$ cat src/hdl/ldpc_enc_pkg.sv
package ldpc_enc_pkg;

	//////////////////////////////////////////////////////////////////////
	// code modes and controller states
	//////////////////////////////////////////////////////////////////////

	// rate picks how many check groups are in use
	typedef enum logic {
		RATE_1_2,
		RATE_2_3
	} ldpc_rate_e;

	typedef enum logic [2:0] {
		IDLE,
		READ,
		WRITE,
		DRAIN,
		CLEAR
	} ctrl_state_e;

	//////////////////////////////////////////////////////////////////////
	// beats and operations
	//////////////////////////////////////////////////////////////////////

	// one information byte is one group of Z = 8 bits
	typedef struct packed {
		logic [7:0] data;
		logic       last;
	} info_beat_t;

	// one parity byte per check group
	typedef struct packed {
		logic [7:0] data;
		logic       last;
	} parity_beat_t;

	// one read-modify-write on the check ram
	typedef struct packed {
		logic [2:0] addr;
		logic [2:0] shift;
		logic       first;
	} check_op_t;

	// number of check groups P
	function automatic logic [3:0] group_count(input ldpc_rate_e rate);
		return (rate == RATE_1_2) ? 4'd8 : 4'd4;
	endfunction

	// group of byte i slot j is (3i + 5j) mod P
	function automatic logic [2:0] check_addr(input int unsigned i, input int unsigned j,
			input ldpc_rate_e rate);
		int unsigned sum;
		sum = 3 * i + 5 * j;
		// P is a power of two so the modulo is a bit select
		if (rate == RATE_2_3)
			return {1'b0, sum[1:0]};
		return sum[2:0];
	endfunction

	// left rotation of byte i slot j is (i + 2j) mod 8
	function automatic logic [2:0] check_shift(input int unsigned i, input int unsigned j);
		int unsigned sum;
		sum = i + 2 * j;
		return sum[2:0];
	endfunction

endpackage

$ cat src/hdl/ldpc_check_ram.sv
module ldpc_check_ram (
	input  logic       sys_clk,
	input  logic       rst_n,
	input  logic       clr,
	input  logic       rd_en,
	input  logic       wr_en,
	input  logic [2:0] rd_addr,
	input  logic [2:0] wr_addr,
	input  logic [7:0] wr_data,
	output logic [7:0] q
);

	logic [7:0] mem [8];
	logic [7:0] entry_vld;

	// per entry valid bits so one cycle of clr empties the whole ram
	always_ff @(posedge sys_clk) begin
		if (!rst_n)
			entry_vld <= '0;
		else if (clr)
			entry_vld <= '0;
		else if (wr_en)
			entry_vld[wr_addr] <= 1'b1;
	end

	always_ff @(posedge sys_clk) begin
		if (wr_en)
			mem[wr_addr] <= wr_data;
	end

	// untouched groups read back as zero
	always_ff @(posedge sys_clk) begin
		if (rd_en)
			q <= entry_vld[rd_addr] ? mem[rd_addr] : 8'h00;
	end

	assert property (@(posedge sys_clk) disable iff (!rst_n) !(rd_en && wr_en));

endmodule

$ cat src/hdl/ldpc_encoder_ctrl.sv
module ldpc_encoder_ctrl import ldpc_enc_pkg::*; #(
	parameter int WEIGHT         = 3,
	parameter int MAX_INFO_BYTES = 16
) (
	input  logic       sys_clk,
	input  logic       rst_n,
	input  info_beat_t in_beat,
	input  logic       in_valid,
	output logic       in_ready,
	input  ldpc_rate_e rate,
	output logic       byte_load,
	output logic [7:0] byte_data,
	output check_op_t  op,
	output logic       rd_en,
	output logic       wr_en,
	output logic       clr,
	output logic [2:0] rd_addr,
	output logic [2:0] wr_addr,
	input  logic       hold_free,
	output logic       drain_rd,
	output logic       drain_last
);

	localparam int IDX_W  = (MAX_INFO_BYTES > 1) ? $clog2(MAX_INFO_BYTES) : 1;
	localparam int SLOT_W = (WEIGHT > 1) ? $clog2(WEIGHT) : 1;

	ctrl_state_e       state;
	logic [IDX_W-1:0]  byte_idx;
	logic [SLOT_W-1:0] slot;
	logic              last_q;
	ldpc_rate_e        rate_q;
	logic [2:0]        grp;
	logic              drain_done;
	logic [3:0]        p_groups;

	assign p_groups = group_count(rate_q);

	// input side only open while idle
	assign in_ready  = (state == IDLE);
	assign byte_load = in_valid && in_ready;
	assign byte_data = in_beat.data;

	// address and rotation of the current slot
	always_comb begin
		op.addr  = check_addr(byte_idx, slot, rate_q);
		op.shift = check_shift(byte_idx, slot);
		op.first = (slot == '0);
	end

	// drain reads wait for room in the output register
	assign drain_rd   = (state == DRAIN) && !drain_done && hold_free;
	assign drain_last = drain_rd && ({1'b0, grp} == p_groups - 4'd1);

	assign rd_en   = (state == READ) || drain_rd;
	assign rd_addr = (state == DRAIN) ? grp : op.addr;
	assign wr_en   = (state == WRITE);
	assign wr_addr = op.addr;
	assign clr     = (state == CLEAR);

	//////////////////////////////////////////////////////////////////////
	// sequencing
	//////////////////////////////////////////////////////////////////////

	always_ff @(posedge sys_clk) begin
		if (!rst_n) begin
			state      <= IDLE;
			byte_idx   <= '0;
			slot       <= '0;
			last_q     <= 1'b0;
			rate_q     <= RATE_1_2;
			grp        <= '0;
			drain_done <= 1'b0;
		end else begin
			case (state)
				IDLE: begin
					if (byte_load) begin
						// rate is sampled with the first byte of a frame
						if (byte_idx == '0)
							rate_q <= rate;
						last_q <= in_beat.last;
						slot   <= '0;
						state  <= READ;
					end
				end
				READ: begin
					state <= WRITE;
				end
				WRITE: begin
					if (slot == SLOT_W'(WEIGHT - 1)) begin
						slot <= '0;
						if (last_q) begin
							byte_idx   <= '0;
							grp        <= '0;
							drain_done <= 1'b0;
							state      <= DRAIN;
						end else begin
							byte_idx <= byte_idx + 1'b1;
							state    <= IDLE;
						end
					end else begin
						slot  <= slot + 1'b1;
						state <= READ;
					end
				end
				DRAIN: begin
					if (drain_done) begin
						// free again means the final group has left
						if (hold_free)
							state <= CLEAR;
					end else if (drain_rd) begin
						if (drain_last)
							drain_done <= 1'b1;
						else
							grp <= grp + 1'b1;
					end
				end
				CLEAR: begin
					state <= IDLE;
				end
				default: begin
					state <= IDLE;
				end
			endcase
		end
	end

	// ram accesses stay inside the groups of the latched rate
	assert property (@(posedge sys_clk) disable iff (!rst_n)
		rd_en |-> ({1'b0, rd_addr} < p_groups));
	assert property (@(posedge sys_clk) disable iff (!rst_n)
		wr_en |-> ({1'b0, wr_addr} < p_groups));

	// an accepted byte blocks the input for all of its slots
	assert property (@(posedge sys_clk) disable iff (!rst_n)
		byte_load |=> !in_ready [*(2 * WEIGHT)]);

endmodule

$ cat src/hdl/ldpc_encoder_top.sv
module ldpc_encoder_top import ldpc_enc_pkg::*; #(
	parameter int WEIGHT         = 3,
	parameter int MAX_INFO_BYTES = 16
) (
	input  logic         sys_clk,
	input  logic         rst_n,
	input  info_beat_t   in_beat,
	input  logic         in_valid,
	output logic         in_ready,
	input  ldpc_rate_e   rate,
	output parity_beat_t out_beat,
	output logic         out_valid,
	input  logic         out_ready
);

	check_op_t  op;
	logic       byte_load;
	logic [7:0] byte_data;
	logic       rd_en;
	logic       wr_en;
	logic       clr;
	logic [2:0] rd_addr;
	logic [2:0] wr_addr;
	logic       hold_free;
	logic       drain_rd;
	logic       drain_last;
	logic [7:0] wr_data;
	logic [7:0] q;

	//////////////////////////////////////////////////////////////////////
	// address and shift generation
	//////////////////////////////////////////////////////////////////////

	ldpc_encoder_ctrl #(
		.WEIGHT         (WEIGHT),
		.MAX_INFO_BYTES (MAX_INFO_BYTES)
	) uut_ldpc_encoder_ctrl (
		.sys_clk    (sys_clk),
		.rst_n      (rst_n),
		.in_beat    (in_beat),
		.in_valid   (in_valid),
		.in_ready   (in_ready),
		.rate       (rate),
		.byte_load  (byte_load),
		.byte_data  (byte_data),
		.op         (op),
		.rd_en      (rd_en),
		.wr_en      (wr_en),
		.clr        (clr),
		.rd_addr    (rd_addr),
		.wr_addr    (wr_addr),
		.hold_free  (hold_free),
		.drain_rd   (drain_rd),
		.drain_last (drain_last)
	);

	// q feeds the update path and the output stage
	ldpc_check_ram uut_ldpc_check_ram (
		.sys_clk (sys_clk),
		.rst_n   (rst_n),
		.clr     (clr),
		.rd_en   (rd_en),
		.wr_en   (wr_en),
		.rd_addr (rd_addr),
		.wr_addr (wr_addr),
		.wr_data (wr_data),
		.q       (q)
	);

	ldpc_parity_update uut_ldpc_parity_update (
		.sys_clk   (sys_clk),
		.rst_n     (rst_n),
		.byte_load (byte_load),
		.byte_data (byte_data),
		.op        (op),
		.wr_en     (wr_en),
		.q         (q),
		.wr_data   (wr_data)
	);

	// only drain reads load the output stage
	ldpc_parity_out uut_ldpc_parity_out (
		.sys_clk    (sys_clk),
		.rst_n      (rst_n),
		.load       (drain_rd),
		.drain_last (drain_last),
		.q          (q),
		.hold_free  (hold_free),
		.out_beat   (out_beat),
		.out_valid  (out_valid),
		.out_ready  (out_ready)
	);

endmodule

$ cat src/hdl/ldpc_parity_out.sv
module ldpc_parity_out import ldpc_enc_pkg::*; (
	input  logic         sys_clk,
	input  logic         rst_n,
	input  logic         load,
	input  logic         drain_last,
	input  logic [7:0]   q,
	output logic         hold_free,
	output parity_beat_t out_beat,
	output logic         out_valid,
	input  logic         out_ready
);

	logic       load_q;
	logic       last_q;
	logic       frame_start;
	logic       acc;
	logic       run_bit;
	logic [7:0] chain;

	//////////////////////////////////////////////////////////////////////
	// accumulator chain
	//////////////////////////////////////////////////////////////////////

	// bit 0 first and each output bit is the running xor
	always_comb begin
		run_bit = frame_start ? 1'b0 : acc;
		for (int b = 0; b < 8; b++) begin
			run_bit  = run_bit ^ q[b];
			chain[b] = run_bit;
		end
	end

	always_ff @(posedge sys_clk) begin
		if (!rst_n) begin
			load_q      <= 1'b0;
			last_q      <= 1'b0;
			frame_start <= 1'b1;
			acc         <= 1'b0;
			out_valid   <= 1'b0;
		end else begin
			// q arrives one cycle after the read
			load_q <= load;
			last_q <= drain_last;
			if (load_q) begin
				acc         <= chain[7];
				frame_start <= last_q;
				out_valid   <= 1'b1;
			end else if (out_valid && out_ready) begin
				out_valid <= 1'b0;
			end
		end
	end

	// holding register
	always_ff @(posedge sys_clk) begin
		if (load_q) begin
			out_beat.data <= chain;
			out_beat.last <= last_q;
		end
	end

	// empty now or emptied this cycle and no load pending
	assign hold_free = !load_q && (!out_valid || out_ready);

	// controller only reads when the register will be free
	assert property (@(posedge sys_clk) disable iff (!rst_n) load_q |-> !out_valid);

	// stalled beat stays put
	assert property (@(posedge sys_clk) disable iff (!rst_n)
		(out_valid && !out_ready) |=> (out_valid && $stable(out_beat)));

endmodule

$ cat src/hdl/ldpc_parity_update.sv
module ldpc_parity_update import ldpc_enc_pkg::*; (
	input  logic       sys_clk,
	input  logic       rst_n,
	input  logic       byte_load,
	input  logic [7:0] byte_data,
	input  check_op_t  op,
	input  logic       wr_en,
	input  logic [7:0] q,
	output logic [7:0] wr_data
);

	logic [7:0]  info_q;
	logic [15:0] doubled;
	logic [7:0]  rotated;

	//////////////////////////////////////////////////////////////////////
	// held information byte
	//////////////////////////////////////////////////////////////////////

	// kept for all slots of the byte
	always_ff @(posedge sys_clk) begin
		if (byte_load)
			info_q <= byte_data;
	end

	//////////////////////////////////////////////////////////////////////
	// cyclic shift and xor
	//////////////////////////////////////////////////////////////////////

	// rotate left by op.shift
	// upper half of the shifted pair holds the wrapped bits
	assign doubled = {info_q, info_q} << op.shift;
	assign rotated = doubled[15:8];

	// q is the check word read one cycle earlier
	assign wr_data = q ^ rotated;

	// a new byte never lands on a write-back cycle
	assert property (@(posedge sys_clk) disable iff (!rst_n) !(byte_load && wr_en));

	// first slot write sees the byte loaded two cycles before
	assert property (@(posedge sys_clk) disable iff (!rst_n)
		(wr_en && op.first) |-> $past(byte_load, 2));

endmodule

$ cat config.mk
export PLATFORM = sky130hd
export DESIGN_NAME = ldpc_encoder_top
export DESIGN_NICKNAME = d
export VERILOG_FILES = /design/src/hdl/ldpc_enc_pkg.sv /design/src/hdl/ldpc_check_ram.sv /design/src/hdl/ldpc_encoder_ctrl.sv /design/src/hdl/ldpc_encoder_top.sv /design/src/hdl/ldpc_parity_out.sv /design/src/hdl/ldpc_parity_update.sv
export SDC_FILE = /design/constraint.sdc
export NUM_CORES = 1
export LEC_CHECK = 0
export BUFFER_PORTS_ARGS = -buffer_cell sky130_fd_sc_hd__buf_2
export CAP_MARGIN = 10
export CORE_ASPECT_RATIO = 1.1
export CORE_MARGIN = 3
export CORE_UTILIZATION = 55
export CTS_BUF_LIST = sky130_fd_sc_hd__clkbuf_16
export DETAILED_ROUTE_END_ITERATION = 7
export GPL_TIMING_DRIVEN = 0
export PLACE_DENSITY = 0.76
export SLEW_MARGIN = 0
export SYNTH_ARGS = -nofsm -noshare
export SYNTH_HDL_FRONTEND = slang
export SYNTH_SLANG_ARGS = --single-unit
export TNS_END_PERCENT = 100
$ cat constraint.sdc
create_clock -name sys_clk -period 3.3 [get_ports sys_clk]
set_clock_uncertainty 0.15 [all_clocks]
set_input_delay 0.33 -clock sys_clk [delete_from_list [all_inputs] [get_ports sys_clk]]
set_output_delay 0.33 -clock sys_clk [all_outputs]
set_load 0.02 [all_outputs]
==> results.toml <==
[outcome]
status = "completed"

[worst_setup_path]
cp.arrival_ns = 3.17
worstSetupPathType = "register to register"
startpoint = "uut_ldpc_encoder_ctrl.byte_idx[0]$_SDFFE_PN0P_"
critPathLaunchType = "register"
r2r_cells = 10
reg2reg_to = "uut_ldpc_check_ram.q[7]$_SDFFCE_PN0P_"
critPathCapture = "uut_ldpc_check_ram.q[7]$_SDFFCE_PN0P_"
crit_required_ns = 3.29
rr_startpoint = "uut_ldpc_encoder_ctrl.byte_idx[0]$_SDFFE_PN0P_"
crit_fanout = 8
end_kind = "register"
r2r_setup_slack_ns = 0.12

[yosys]
synth-edff-count = 89
avgSynthCellArea_sq_um = 14.0
netlist_area_sq_mm = 0.00525
syn_inst = 376
synthFlopType = "edfxtp_1"
synth.most_common_cell = "edfxtp_1"
synth_nets = 398
synth_top_family_by_area = "multiplexers"
synth_fa_ha_area_frac = 0.0191
postSynthRegisterBits = 117
synth_top_area_frac = 0.509
synthMuxAreaShare = 0.124
synth-simple-area-share = 0.0980
yosysTopAreaCell = "edfxtp_1"
synth_compound_area_frac = 0.0720
synthTopCellsByArea = "edfxtp_1 (51%), dfxtp_1 (11%), mux2i_1 (6.1%)"
synth_warnings = 0
synth-xor-area-share = 0.0539
synth-async-reset-ratio = 0
synth-seq-area-share = 0.616
yosys-top-cells-count = "edfxtp_1 (89), nor2_1 (34), mux2i_1 (32)"
ys_types = 48

[layout]
final_area_sq_mm = 0.00635
fin_nets = 454
diodes = 0
final_layout_size_suffix_gt1_frac = 0.225
area_growth_pct = 20.9
n_fill_cell = 604

[place]
post-dp-hpwl_microns = 7070
place_congestion = 0.796
io_buffer_count = 24
dpl-instance-area_sq_mm = 0.00554

[flow_run]
cap_violations = 0

[power]
ir_drop_mv = 0.336
p_sw_frac = 0.211
p_int_w = 0.00319
pwr-share-seq = 0.419
power_frac_clock = 0.508
switchingPower_w = 0.000855
cellPowerDensity_mw_per_mm2 = 637
power_frac_comb = 0.072
p_leak_nw = 2.44

[sta]
timing.final.hold_violations = 0
fin_crit_sh = 0.963
fin_worst_hold_slack_ns = 0.0210
layout_min_cycle_time_ns = 3.18
slew_violations = 0
maxSlewHeadroom = 0.290
worstMarginPinSlew_ns = 1.06
setup_violations = 0
fmax_ghz = 0.315

[die]
die-area_sq_mm = 0.0108
die_h_microns = 108
die_w_microns = 99.2
io_pins = 25
rows = 36
core_sq_mm = 0.00910
start_util = 0.577

[global_routing]
antenna_found_initial = 0
grt_use_total = 0.225
grt.overflow.total = 0
grt_pass1_wl_microns = 17900
grt_max_degree = 17
grt_pass1_vias = 3425

[routing]
first_pass_iters = 5
wl_per_cell_microns = 20.2
drt_wl_total_microns = 11300
drcViolationCount = 0
viasPerCell = 5.95
drtIter0Drc = 291
via_count = 3328
drtAntennaViolNets = 0

[clock_tree]
cts_root_buffer = "clkbuf_16"
clk_latency_ns = 0.41
clock-sinks = 117
cts_tree = "built"
cts.path.max_buffers = 2
cts_buffers = 17
path_clk_slew_ns = 0.06
htree_levels = 4

[min_path]
min_path_cells = 3
hp-class = "input port to register"
worst min-delay path by stage:
stage,start,end
global route,in_beat[0],uut_ldpc_encoder_ctrl.last_q$_SDFFE_PN0P_
finish,rate,uut_ldpc_encoder_ctrl.rate_q$_SDFFE_PN0P_
detailed placement,uut_ldpc_parity_out.last_q$_SDFF_PN0_,uut_ldpc_parity_out.out_beat[0]$_DFFE_PP_
floorplan,uut_ldpc_parity_out.last_q$_SDFF_PN0_,uut_ldpc_parity_out.out_beat[0]$_DFFE_PP_
CTS,rate,uut_ldpc_encoder_ctrl.rate_q$_SDFFE_PN0P_
global placement,uut_ldpc_parity_out.last_q$_SDFF_PN0_,uut_ldpc_parity_out.out_beat[0]$_DFFE_PP_
cell usage in the layout (no fill, tap or decap), drive strengths merged, types with 4 or more instances in the layout:
cell type / count
dfxtp: 28
a211oi: 8
xnor2: 12
nor2b: 16
nor2: 34
mux4: 9
dlygate4sd3: 8
ha: 8
a21oi: 15
mux2i: 34
bufinv: 6
buf: 40
mux2: 8
xor2: 9
nand2: 19
inv: 8
clkbuf: 20
nand2b: 6
and2: 4
edfxtp: 89
clkinvlp: 5
a211o: 8
o211ai: 9
nand3b: 4
power by group through the flow:
stage / Combinational (W) / Sequential [W] / Clock, W
after detailed placement: 0.000271 / 0.00172 / 0
after floorplan: 0.000192 / 0.00171 / 0
final: 0.000293 / 0.00170 / 0.00206
after global placement: 0.000258 / 0.00172 / 0
after CTS: 0.000286 / 0.00169 / 0.00207
after global routing: 0.000315 / 0.00170 / 0.00214
registers in the layout, summed over array words and instances (netlist names):
signal	flops
uut_ldpc_check_ram.mem	64
uut_ldpc_parity_out.out_beat	9
uut_ldpc_check_ram.entry_vld	8
uut_ldpc_check_ram.q	8
uut_ldpc_parity_update.info_q	8
uut_ldpc_encoder_ctrl.byte_idx	4
uut_ldpc_encoder_ctrl.grp	3
uut_ldpc_encoder_ctrl.state	3
uut_ldpc_encoder_ctrl.slot	2
uut_ldpc_encoder_ctrl.drain_done	1
uut_ldpc_encoder_ctrl.last_q	1
uut_ldpc_encoder_ctrl.rate_q	1
uut_ldpc_parity_out.acc	1
uut_ldpc_parity_out.frame_start	1
uut_ldpc_parity_out.last_q	1
uut_ldpc_parity_out.load_q	1
uut_ldpc_parity_out.out_valid	1
stage by stage:
| stage | worst slack (ns) | util | instances | setup TNS, ns | power, W |
|---|---|---|---|---|---|
| after floorplan | 0.0801 | - | 376 | 0 | 0.00191 |
| after global placement | -0.592 | 0.606 | 514 | -10.67 | 0.00198 |
| after detailed placement | -0.179 | 0.609 | 516 | -1.18 | 0.00199 |
| after CTS | 0.0829 | 0.695 | 559 | 0 | 0.00405 |
| after global routing | -0.0141 | 0.698 | 559 | -0.0141 | 0.00415 |
| final | 0.124 | 0.698 | 559 | 0 | 0.00404 |
critical path, cell delays in order, from the launching register on:
cell     delay (ns)
dfxtp_2        0.36
ha_1           0.33
ha_1           0.29
ha_1           0.23
xor2_2         0.20
xnor2_2        0.20
a31oi_4        0.21
mux4_2         0.55
mux2i_4        0.19
buf_12         0.14
a21oi_1        0.06
final cells by class:
| class | count | area, sq um | area share |
|---|---|---|---|
| repair buffers | 38 | 258 | 0.0406 |
| clock buffers | 17 | 425 | 0.0670 |
| clock inverters | 15 | 236 | 0.0372 |
| multi-input cells | 238 | 1960 | 0.309 |
| flip-flops and latches | 117 | 3240 | 0.510 |
| plain buffers | 13 | 65.1 | 0.0102 |
| well taps | 114 | 143 | 0.0225 |
| inverters | 7 | 26.3 | 0.00414 |
repair_timing:
item                                    in CTS  in global routing
endpoints found under the hold margin        8                  0
resized for setup                            5                  2
endpoints found under the setup margin       8                  8
pin swaps                                    1                  0
buffers inserted                             3                  1
hold buffers                                 8                  0
cells by family (layout without fill, tap and decap cells):
group | after synthesis | after routing
AOI/OAI and AO/OA | 52 | 52
muxes | 51 | 51
xor gates and xnor gates | 25 | 25
and+or+nand+nor | 102 | 102
adders and majority gates | 8 | 8
DFF | 117 | 117
buffers and inverters | 21 | 90
layer usage:
metal | vias up | part of all wire | track usage
li1 | 1526 | - | -
met3 | 10 | 0.054 | 0.0548
met1 | 1657 | 0.39 | 0.267
met4 | 0 | 0.0084 | 0.0693
met2 | 135 | 0.55 | 0.403
met5 | - | 0 | 0
(Power assumes the default switching activity.)
